--- config.mk ---
export PLATFORM = sky130hd
export DESIGN_NAME = periph_glue_top
export DESIGN_NICKNAME = d
export VERILOG_FILES = /design/src/common/periph_pkg.sv /design/src/io_decode.sv /design/src/ems/ems_mapper.sv /design/src/port_latches.sv /design/src/read_mux.sv /design/src/periph_glue_top.sv
export VERILOG_INCLUDE_DIRS = /design/src /design/src/common
export SDC_FILE = /design/constraint.sdc
export NUM_CORES = 1
export LEC_CHECK = 0
export BUFFER_PORTS_ARGS = -buffer_cell sky130_fd_sc_hd__buf_2
export CAP_MARGIN = 20
export CELL_PAD_IN_SITES_DETAIL_PLACEMENT = 1
export CELL_PAD_IN_SITES_GLOBAL_PLACEMENT = 1
export CORE_MARGIN = 4
export CORE_UTILIZATION = 25
export DETAILED_ROUTE_END_ITERATION = 8
export PLACE_DENSITY_LB_ADDON = 0.15
export SLEW_MARGIN = 15
export SYNTH_ARGS = -nofsm -noshare
export SYNTH_HDL_FRONTEND = slang
export SYNTH_SLANG_ARGS = --single-unit
--- constraint.sdc ---
create_clock -name clock -period 3.78 [get_ports clock]
set_clock_uncertainty 0.2 [all_clocks]
set_input_delay 0.189 -clock clock [delete_from_list [all_inputs] [get_ports clock]]
set_output_delay 0.189 -clock clock [all_outputs]
set_load 0.05 [all_outputs]
--- src/common/periph_params.svh ---
// ==============================
// Port bases, EMS windows and reset values for the XT peripheral glue.
// Port bases are full 16-bit I/O addresses; windows are address[19:16].
// ==============================
`ifndef PERIPH_PARAMS_SVH
`define PERIPH_PARAMS_SVH

// I/O port map
`define PERIPH_IO_EMS_BASE      16'h0260
`define PERIPH_IO_LPT_ADDR      16'h0378
`define PERIPH_IO_NMI_BASE      16'h00A0

// EMS frame window base nibbles
`define PERIPH_EMS_WIN_A        4'hA
`define PERIPH_EMS_WIN_C        4'hC
`define PERIPH_EMS_WIN_D        4'hD

// Four 16 KB slots per 64 KB frame
`define PERIPH_EMS_PAGES        4

// Written to a slot register, this byte unmaps the slot
`define PERIPH_EMS_DISABLE_CODE 8'hFF

// Latch values after reset
`define PERIPH_LPT_RESET        8'hFF
`define PERIPH_NMI_RESET        8'hFF

`endif

--- src/common/periph_pkg.sv ---
// ==============================
// Shared types for the peripheral glue.
// EMS command byte is decoded through a packed union.
// ==============================
package periph_pkg;

    // One byte of the chipset data bus
    typedef logic [7:0] bus_byte_t;

    // Physical EMS page number
    typedef logic [6:0] ems_page_t;

    // Bit 7 set marks a command that does not load a page
    typedef struct packed {
        logic       high;
        ems_page_t  page;
    } ems_cmd_fields_t;

    // Same byte seen raw or split into flag and page
    typedef union packed {
        bus_byte_t          raw;
        ems_cmd_fields_t    fields;
    } ems_cmd_u;

endpackage

--- src/io_decode.sv ---
// ==============================
// Combinational I/O decoder, zero cycle latency.
// Selects are active only inside an I/O read or write
// with address_enable_n_i low.
// ==============================
`timescale 1ns/100ps
`include "periph_params.svh"

module io_decode (
    input  logic [19:0] address_i,
    input  logic        address_enable_n_i,
    input  logic        io_read_n_i,
    input  logic        io_write_n_i,
    input  logic        ems_enabled_i,
    input  logic        tandy_mode_i,
    output logic        dma_cs_n_o,
    output logic        pic_cs_n_o,
    output logic        pit_cs_n_o,
    output logic        ppi_cs_n_o,
    output logic        dma_page_cs_n_o,
    output logic        pic_sel_o,
    output logic        pit_sel_o,
    output logic        ppi_sel_o,
    output logic        ems_sel_o,
    output logic        lpt_sel_o,
    output logic        nmi_sel_o
);

    localparam logic [15:0] EMS_BASE = `PERIPH_IO_EMS_BASE;
    localparam logic [15:0] LPT_ADDR = `PERIPH_IO_LPT_ADDR;
    localparam logic [15:0] NMI_BASE = `PERIPH_IO_NMI_BASE;

    logic       io_request;
    logic       low_block;
    logic [4:0] low_sel;

    assign io_request = ~address_enable_n_i & (~io_read_n_i | ~io_write_n_i);

    // Ports 000h-0FFh, one 32-port group per chip
    assign low_block = io_request & (address_i[9:8] == 2'b00);

    always_comb begin
        for (int k = 0; k < 5; k++) begin
            low_sel[k] = low_block & (address_i[7:5] == k[2:0]);
        end
    end

    assign dma_cs_n_o      = ~low_sel[0];
    assign pic_cs_n_o      = ~low_sel[1];
    assign pit_cs_n_o      = ~low_sel[2];
    assign ppi_cs_n_o      = ~low_sel[3];
    assign dma_page_cs_n_o = ~low_sel[4];

    assign pic_sel_o = low_sel[1];
    assign pit_sel_o = low_sel[2];
    assign ppi_sel_o = low_sel[3];

    // 260h-263h
    assign ems_sel_o = io_request & ems_enabled_i & (address_i[15:2] == EMS_BASE[15:2]);

    assign lpt_sel_o = io_request & (address_i[15:0] == LPT_ADDR);

    // A0h-A7h, Tandy only
    assign nmi_sel_o = io_request & tandy_mode_i & (address_i[15:3] == NMI_BASE[15:3]);

endmodule

--- src/ems/ems_mapper.sv ---
// ==============================
// EMS page table for four 16 KB slots.
// A write lands in the table one edge after it is sampled.
// Hits are flagged only outside I/O strobes.
// ==============================
`timescale 1ns/100ps
`include "periph_params.svh"

module ems_mapper (
    input  logic                    clock,
    input  logic                    reset,
    input  logic                    ems_sel_i,
    input  logic                    io_read_n_i,
    input  logic                    io_write_n_i,
    input  logic [1:0]              ems_window_i,
    input  logic [19:0]             address_i,
    input  periph_pkg::bus_byte_t   data_i,
    output periph_pkg::bus_byte_t   ems_read_data_o,
    output logic [3:0]              ems_hit_o
);

    import periph_pkg::*;

    ems_cmd_u                       cmd;
    logic                           cmd_disable;
    logic                           cmd_load;
    logic                           wr_enable;
    logic                           wr_load;
    logic [1:0]                     wr_slot;
    ems_page_t                      wr_page;
    ems_page_t                      page_table [`PERIPH_EMS_PAGES];
    logic [`PERIPH_EMS_PAGES-1:0]   page_enable;
    logic [3:0]                     window_base;

    assign cmd.raw     = data_i;
    assign cmd_disable = (cmd.raw == `PERIPH_EMS_DISABLE_CODE);
    assign cmd_load    = ~cmd.fields.high;

    // Bytes 80h-FEh are ignored, so they never raise the write enable
    always_ff @(posedge clock, posedge reset) begin
        if (reset) begin
            wr_enable <= 1'b0;
        end
        else begin
            wr_enable <= ems_sel_i & ~io_write_n_i & (cmd_disable | cmd_load);
        end
    end

    always_ff @(posedge clock) begin
        wr_slot <= address_i[1:0];
        wr_load <= cmd_load;
        wr_page <= cmd.fields.page;
    end

    // FFh clears only the enable, the page is kept
    always_ff @(posedge clock, posedge reset) begin
        if (reset) begin
            page_enable <= '0;
        end
        else if (wr_enable) begin
            page_enable[wr_slot] <= wr_load;
        end
    end

    always_ff @(posedge clock) begin
        if (wr_enable && wr_load) begin
            page_table[wr_slot] <= wr_page;
        end
    end

    assign ems_read_data_o = page_enable[address_i[1:0]]
                           ? {1'b0, page_table[address_i[1:0]]}
                           : `PERIPH_EMS_DISABLE_CODE;

    always_comb begin
        case (ems_window_i)
            2'd0:    window_base = `PERIPH_EMS_WIN_A;
            2'd1:    window_base = `PERIPH_EMS_WIN_C;
            default: window_base = `PERIPH_EMS_WIN_D;
        endcase
    end

    // Slot k covers window + k * 16 KB
    always_comb begin
        for (int k = 0; k < `PERIPH_EMS_PAGES; k++) begin
            ems_hit_o[k] = io_read_n_i & io_write_n_i & page_enable[k]
                         & (address_i[19:16] == window_base)
                         & (address_i[15:14] == k[1:0]);
        end
    end

endmodule

--- src/port_latches.sv ---
// ==============================
// LPT data and NMI-mask write latches.
// Both load on the write edge and reset to FFh.
// ==============================
`timescale 1ns/100ps
`include "periph_params.svh"

module port_latches (
    input  logic                    clock,
    input  logic                    reset,
    input  logic                    io_write_n_i,
    input  logic                    lpt_sel_i,
    input  logic                    nmi_sel_i,
    input  periph_pkg::bus_byte_t   data_i,
    output periph_pkg::bus_byte_t   lpt_data_o,
    output periph_pkg::bus_byte_t   nmi_mask_o
);

    logic lpt_write;
    logic nmi_write;

    assign lpt_write = lpt_sel_i & ~io_write_n_i;
    assign nmi_write = nmi_sel_i & ~io_write_n_i;

    always_ff @(posedge clock, posedge reset) begin
        if (reset) begin
            lpt_data_o <= `PERIPH_LPT_RESET;
        end
        else if (lpt_write) begin
            lpt_data_o <= data_i;
        end
    end

    // Tandy NMI mask, kept only as a readable register
    always_ff @(posedge clock, posedge reset) begin
        if (reset) begin
            nmi_mask_o <= `PERIPH_NMI_RESET;
        end
        else if (nmi_write) begin
            nmi_mask_o <= data_i;
        end
    end

endmodule

--- src/read_mux.sv ---
// ==============================
// Registered read-back onto the chipset data bus.
// One cycle latency, interrupt acknowledge wins over any read.
// ==============================
`timescale 1ns/100ps

module read_mux (
    input  logic                    clock,
    input  logic                    reset,
    input  logic                    io_read_n_i,
    input  logic                    interrupt_acknowledge_n_i,
    input  logic                    pic_sel_i,
    input  logic                    pit_sel_i,
    input  logic                    ppi_sel_i,
    input  logic                    ems_sel_i,
    input  logic                    lpt_sel_i,
    input  logic                    nmi_sel_i,
    input  periph_pkg::bus_byte_t   pic_data_i,
    input  periph_pkg::bus_byte_t   pit_data_i,
    input  periph_pkg::bus_byte_t   ppi_data_i,
    input  periph_pkg::bus_byte_t   ems_data_i,
    input  periph_pkg::bus_byte_t   lpt_data_i,
    input  periph_pkg::bus_byte_t   nmi_mask_i,
    output periph_pkg::bus_byte_t   data_bus_out_o,
    output logic                    data_bus_out_from_chipset_o
);

    logic io_read;

    assign io_read = ~io_read_n_i;

    always_ff @(posedge clock, posedge reset) begin
        if (reset) begin
            data_bus_out_from_chipset_o <= 1'b0;
            data_bus_out_o              <= 8'h00;
        end
        else begin
            data_bus_out_from_chipset_o <= 1'b1;
            // PIC supplies the vector during acknowledge
            if (~interrupt_acknowledge_n_i) begin
                data_bus_out_o <= pic_data_i;
            end
            else if (pic_sel_i && io_read) begin
                data_bus_out_o <= pic_data_i;
            end
            else if (pit_sel_i && io_read) begin
                data_bus_out_o <= pit_data_i;
            end
            else if (ppi_sel_i && io_read) begin
                data_bus_out_o <= ppi_data_i;
            end
            else if (ems_sel_i && io_read) begin
                data_bus_out_o <= ems_data_i;
            end
            else if (lpt_sel_i && io_read) begin
                data_bus_out_o <= lpt_data_i;
            end
            else if (nmi_sel_i && io_read) begin
                data_bus_out_o <= nmi_mask_i;
            end
            else begin
                data_bus_out_from_chipset_o <= 1'b0;
                data_bus_out_o              <= 8'h00;
            end
        end
    end

endmodule

--- src/periph_glue_top.sv ---
// ==============================
// XT peripheral glue top level.
// PIC, PIT and PPI sit outside; they get chip selects
// here and return their read data.
// ==============================
`timescale 1ns/100ps

module periph_glue_top (
    input  logic                    clock,
    input  logic                    reset,
    input  logic [19:0]             address_i,
    input  periph_pkg::bus_byte_t   data_i,
    input  logic                    address_enable_n_i,
    input  logic                    io_read_n_i,
    input  logic                    io_write_n_i,
    // Memory strobes are part of the bus, no block here needs them
    input  logic                    memory_read_n_i,
    input  logic                    memory_write_n_i,
    input  logic                    interrupt_acknowledge_n_i,
    input  logic                    ems_enabled_i,
    input  logic [1:0]              ems_window_i,
    input  logic                    tandy_mode_i,
    input  periph_pkg::bus_byte_t   pic_data_i,
    input  periph_pkg::bus_byte_t   pit_data_i,
    input  periph_pkg::bus_byte_t   ppi_data_i,
    output logic                    dma_cs_n_o,
    output logic                    pic_cs_n_o,
    output logic                    pit_cs_n_o,
    output logic                    ppi_cs_n_o,
    output logic                    dma_page_cs_n_o,
    output logic [3:0]              ems_hit_o,
    output periph_pkg::bus_byte_t   data_bus_out_o,
    output logic                    data_bus_out_from_chipset_o
);

    import periph_pkg::*;

    logic       pic_sel;
    logic       pit_sel;
    logic       ppi_sel;
    logic       ems_sel;
    logic       lpt_sel;
    logic       nmi_sel;
    bus_byte_t  ems_read_data;
    bus_byte_t  lpt_data;
    bus_byte_t  nmi_mask;

    io_decode u_io_decode (
        .address_i          (address_i),
        .address_enable_n_i (address_enable_n_i),
        .io_read_n_i        (io_read_n_i),
        .io_write_n_i       (io_write_n_i),
        .ems_enabled_i      (ems_enabled_i),
        .tandy_mode_i       (tandy_mode_i),
        .dma_cs_n_o         (dma_cs_n_o),
        .pic_cs_n_o         (pic_cs_n_o),
        .pit_cs_n_o         (pit_cs_n_o),
        .ppi_cs_n_o         (ppi_cs_n_o),
        .dma_page_cs_n_o    (dma_page_cs_n_o),
        .pic_sel_o          (pic_sel),
        .pit_sel_o          (pit_sel),
        .ppi_sel_o          (ppi_sel),
        .ems_sel_o          (ems_sel),
        .lpt_sel_o          (lpt_sel),
        .nmi_sel_o          (nmi_sel)
    );

    ems_mapper u_ems_mapper (
        .clock              (clock),
        .reset              (reset),
        .ems_sel_i          (ems_sel),
        .io_read_n_i        (io_read_n_i),
        .io_write_n_i       (io_write_n_i),
        .ems_window_i       (ems_window_i),
        .address_i          (address_i),
        .data_i             (data_i),
        .ems_read_data_o    (ems_read_data),
        .ems_hit_o          (ems_hit_o)
    );

    port_latches u_port_latches (
        .clock              (clock),
        .reset              (reset),
        .io_write_n_i       (io_write_n_i),
        .lpt_sel_i          (lpt_sel),
        .nmi_sel_i          (nmi_sel),
        .data_i             (data_i),
        .lpt_data_o         (lpt_data),
        .nmi_mask_o         (nmi_mask)
    );

    read_mux u_read_mux (
        .clock                       (clock),
        .reset                       (reset),
        .io_read_n_i                 (io_read_n_i),
        .interrupt_acknowledge_n_i   (interrupt_acknowledge_n_i),
        .pic_sel_i                   (pic_sel),
        .pit_sel_i                   (pit_sel),
        .ppi_sel_i                   (ppi_sel),
        .ems_sel_i                   (ems_sel),
        .lpt_sel_i                   (lpt_sel),
        .nmi_sel_i                   (nmi_sel),
        .pic_data_i                  (pic_data_i),
        .pit_data_i                  (pit_data_i),
        .ppi_data_i                  (ppi_data_i),
        .ems_data_i                  (ems_read_data),
        .lpt_data_i                  (lpt_data),
        .nmi_mask_i                  (nmi_mask),
        .data_bus_out_o              (data_bus_out_o),
        .data_bus_out_from_chipset_o (data_bus_out_from_chipset_o)
    );

endmodule

Yosys cells after proc, flatten, opt, wreduce, memory -nomap -nowiden
Memory sizes are Yosys's and may differ from the RTL's.
Index checks and enable logic that the tools add are counted.
- bits in read-only memories: 0
- bits in latches: 0
- output and inout bits: 18
- RAM bits: 28
- input port bits: 64
- memories kept: 1
- logic and storage cells: 101
- register bits: 40
- memories (memory ; words ; width ; read ports ; clocked after Yosys merged registers in ; wr ports ; RTL line ; text):
    u_ems_mapper.page_table ; 4 ; 7 ; 1 ; 0 ; 1 ; ems_mapper.sv:31 ; ems_page_t page_table [`PERIPH_EMS_PAGES];
- bitwise gates (word level): 40
- shifts and indexed selects: 0
- reductions and logical operators: 12
- div/mod/pow operators: 0
- add/sub/neg operators: 0
- eq/ne operators: 13
- mux-type cells: 23
- $mul: 0
- order comparisons: 3
- operators with widths (cell ; count):
    $mux 8 ; 8
    $and 1x1->1 ; 29
    $eq 16x10->1 const B ; 1
    $eq 14x8->1 const B ; 1
    $eq 13x5->1 const B ; 1
    $mux 1 ; 11
    $not 1->1 ; 9
    $eq 8x8->1 const B ; 1
    $logic_and 1x1->1 ; 8
    $eq 3x2->1 const B ; 2
    $logic_not 2->1 ; 3
    $lt 2x3->1 const B ; 2
    $pmux 3 s2 ; 1
    $bwmux 4 ; 1
    $eq 2x1->1 const B ; 2
    $eq 2x2->1 const B ; 2
    $eq 4x4->1 ; 1
    $eq 3x1->1 const B ; 1
    $eq 3x3->1 const B ; 1
    $logic_not 3->1 ; 1
    $bmux 1 s2 ; 1
    $demux 1 s2 ; 1
    $ge 2x1->1 const B ; 1
    $or 1x1->1 ; 2

Depth between registers and ports, before layout
- word-level depth: 13
- gate-level depth with buffers: 7
- depth with buffers taken out: 5

Cells and area by module
Synthesis repeated with hierarchy kept, for this count alone.
- cells, all modules: 279
- area, all modules: 3279.4 um2
- modules (own cells, without submodules) (module ; times used ; area an instance (um2) ; cells an instance ; sequential area each (um2)):
    ems_mapper ; 1 ; 1661.6 ; 101 ; 1166.1
    read_mux ; 1 ; 763.2 ; 115 ; 225.2
    port_latches ; 1 ; 676.9 ; 37 ; 420.4
    io_decode ; 1 ; 177.7 ; 26 ; 0.0

Worst setup path before layout
No wires, ideal clock.
- path type: input-to-output
- start point: input port address_i[17]
- end point: output port ems_hit_o[0]
- stages on the path: 4
- path buffers: 0
- arrival time: 2.200 ns
- path slack: 1.191 ns
- required time: 3.391 ns
- cell sequence: and3b_1 o21ai_0 a21oi_1 nor4bb_1
- longest elaborated chain between the ends: 3
- RTL lines (element ; RTL line ; text):
    start, declared ; periph_glue_top.sv:11 ; input logic [19:0] address_i,
    $eq 4x4->1 ; ems_mapper.sv:87 ; & (address_i[19:16] == window_base)
    $and 1x1->1 ; ems_mapper.sv:87 ;
    $and 1x1->1 ; ems_mapper.sv:88 ; & (address_i[15:14] == k[1:0]);
    end, declared ; periph_glue_top.sv:31 ; output logic [3:0] ems_hit_o,
Every way passes these cells.

Worst setup path in the final report
- start point: input port interrupt_acknowledge_n_i
- end point: register u_read_mux.data_bus_out_o[6]
- longest elaborated chain between the ends: 1
- RTL lines (element ; RTL line ; text):
    start, declared ; periph_glue_top.sv:19 ; input logic interrupt_acknowledge_n_i,
    $mux 8 ; read_mux.sv:40 ; if (~interrupt_acknowledge_n_i) begin
    end signal, assigned ; read_mux.sv:41 ; data_bus_out_o <= pic_data_i;
    end signal, assigned ; read_mux.sv:44 ; data_bus_out_o <= pic_data_i;
    end signal, assigned ; read_mux.sv:47 ; data_bus_out_o <= pit_data_i;
    end, declared ; read_mux.sv:24 ; output periph_pkg::bus_byte_t data_bus_out_o,
Every way passes these cells.
A chain may end at the register's enable or synchronous reset.

==> qor.yml <==
outcome: "complete, no violations"
crit_path_start_kind: "input pin"
cts_max_path_buffers: 2
clk_pin_slew_worst_paths_ns: 0.06
maxCapViolations: 0
diodes: 0
synth-edff-count: 28
fin_crit_sh_pct: 81.65
synth_nets: 321
peakVddDrop_v: 0.0002390
start_util_pct: 25.55
cts_made_buffers: 9
viasPerCell: 4.772
tns_ns: 0
netlist_area_sq_um: 3082
ff_latch_area_sq_um: 1812
portBuffers: 79
ys_seq_area_share_pct: 58.79
placed_area_sq_um: 3656
grt_pass1_vias: 2905
fillCellCount: 1351
track_usage_pct: 13.81
cts_tree: "done"
yosysWarnings: 0
die_x_um: 119.0
p_per_area_nw_per_um2: 415.6
critPathKind: "in -> reg"
worst_pin_slew_ns: 0.8926
fin_crit_ns: 3.086
gp_congestion: 0.7223
maxSlewViolCount: 0
syn_avg_cell_area_sq_um: 11.99
ys.flop_type: "edfxtp_1"
postSynthCellCount: 257
antenna_left: 0
hp-class: "in -> reg"
grt_overflow_total: 0
fin_area_sq_um: 4303
fin_nets: 435
core_area_sq_um: 12060
hold_viol: 0
rsz0062_at_grt: "no"
endpoint_kind: "register"
vias: 2596
drt_wl_total_mm: 9.766
crit_arrival_ns: 3.15
fmaxAchievable_mhz: 324.0
clkSinkCount: 68
drt_iter0_markers: 70
yosysUniqueCellTypes: 48
die-area_sq_um: 14170
clockRootBuffer: "clkbuf_16"
path_max_fanout: 10
io_pins: 82
wl_per_cell_um: 17.95
critical_path_required_ns: 3.84
ys_seq_elements: 68
clk_latency_ns: 0.33
dp_hpwl_mm: 6.790
hold_ws_ns: 0.07173
dieHeight_um: 119.0
drc: 0
setup_violations: 0
p_leak_nw: 1.783
drt_pass1_iterations: 4
areaGrowthSynthToFinish_pct: 39.63
multi_input_area_sq_um: 1182
antenna_found_initial: 0
layout-drive-gt1-share_pct: 35.64
relSlewSlack_pct: 40.22
grt_pass1_wl_mm: 15.33
ys_async_sr_fraction_pct: 44.12
cts.htree.levels: 3
core.rowCount: 40
grt_max_degree: 26
[flip-flops by register name (all words and copies together), names as in the netlist, 2 cells and up]
name and count:
u_ems_mapper.wr_slot 2, u_ems_mapper.wr_page 7, u_ems_mapper.page_enable 4, u_ems_mapper.page_table 28, u_port_latches.nmi_mask_o 8, u_read_mux.data_bus_out_o 8, u_port_latches.lpt_data_o 8
[area by class of cell]
type                    count  area share (%)
repair buffers            116           17.97
flip-flops and latches     68           42.11
well taps                 168           4.885
multi-input cells         169           27.48
inverters                   7          0.6106
clock buffers               9           5.234
clock inverters             7           1.716
[cells in the final DEF (no fill, tap or decap), types with 7 or more instances in the layout]
master,Yosys,final
edfxtp_1,28,28
inv_1,7,7
nand2_1,17,17
nor2_1,12,12
nand3_1,9,9
mux2_2,15,15
clkbuf_16,0,9
buf_2,3,79
o2111ai_1,9,9
dfxtp_1,10,10
dfstp_2,16,16
o221ai_1,7,7
dfrtp_1,14,14
a31oi_1,7,7
o311ai_0,7,7
o22ai_1,14,14
and3_1,17,17
dlygate4sd3_1,0,32
[per-layer routing]
layer | track usage (%) | share of wire (%) | vias up
met5 | 0 | 0 | -
met3 | 3.086 | 3.9 | 10
met1 | 17.32 | 45 | 1286
li1 | - | - | 1246
met4 | 4.200 | 0.99 | 0
met2 | 23.67 | 50 | 54
[repair_timing]
item / CTS / global route
hold endpoints to repair: 49 / 0
gates resized for setup: 0 / 0
hold buffers: 32 / 0
endpoints found under the setup margin: 0 / 0
buffers inserted: 0 / 0
[report_power, final]
part           switching (mW)  leakage [nW]  internal [mW]
Clock                   0.329         0.148          0.515
Sequential            0.00736         0.680          0.781
Combinational          0.0875         0.954         0.0683
Total                   0.424          1.78           1.36
[per-stage QoR]
| step | std cells | power [mW] | utilization, % | setup WS (ns) |
|---|---|---|---|---|
| 6_report | 544 | 1.788 | 35.67 | 0.6938 |
| 5_1_grt | 544 | 1.858 | 35.67 | 0.5688 |
| 4_1_cts | 543 | 1.808 | 35.45 | 0.7952 |
| 3_3_place_gp | 495 | 0.9270 | 30.31 | 1.233 |
| 2_1_floorplan | 257 | 0.8617 | - | 1.191 |
| 3_5_place_dp | 495 | 0.9285 | 30.31 | 1.215 |
[Yosys cell counts (2+ instances only)]
cell type  number  area [sq um]
nor3b_1         2         15.01
nor2_1         12         45.04
and3_1         17         106.4
edfxtp_1       28         840.8
o22ai_1        14         87.58
o21ai_0         5         25.02
nand2_1        17         63.81
mux2_2         15         168.9
clkbuf_1        5         18.77
a21oi_1         4         20.02
nand4b_1        4         35.03
nand4_1         2         12.51
dfxtp_1        10         200.2
a31oi_1         7         43.79
inv_1           7         26.28
o21a_1          2         15.01
nor4_1          2         12.51
nor3_1          3         15.01
a21o_1          4         30.03
and4_1          2         17.52
o311ai_0        7         61.31
buf_1           2         7.510
dfstp_2        16         420.4
o21bai_1        5         37.54
nand3_1         9         45.04
o2111ai_1       9         78.83
buf_4           2         15.01
nand2b_1        3         18.77
dfrtp_1        14         350.3
buf_2           3         15.01
o221ai_1        7         61.31
nor4bb_1        2         20.02
[worst paths after layout]
path	startpoint	end	slack [ns]	depth (start not counted)
max	interrupt_acknowledge_n_i	u_read_mux.data_bus_out_o[6]	0.69	8
min	io_read_n_i	u_read_mux.data_bus_out_o[7]	0.07	4
max reg2reg	u_ems_mapper.page_enable[0]	u_read_mux.data_bus_out_o[5]	1.38	6
min reg2reg	u_ems_mapper.wr_page[6]	u_ems_mapper.page_table[0][6]	0.28	0
max in group asynchronous	reset	u_port_latches.lpt_data_o[7]	2.51	5
min in group asynchronous	reset	u_read_mux.data_bus_out_o[4]	0.18	3
[worst max-delay path, stage by stage]
cell	delay, ns
dlygate4sd3_1	0.52
buf_2	0.22
inv_1	0.06
a31oi_1	0.66
o22ai_1	0.18
dlygate4sd3_1	0.61
a31oi_1	0.15
dlygate4sd3_1	0.56
[kinds of logic (layout without fill, tap and decap cells)]
family / Yosys count / after routing / share of synthesized area (%)
buffers and inverters: 20 / 139 / 2.842
AOI/OAI and AO/OA: 66 / 66 / 15.35
muxes: 16 / 16 / 5.806
DFF: 68 / 68 / 58.79
and+or+nand+nor: 87 / 87 / 17.21
Power figures use the tool's default switching activity.
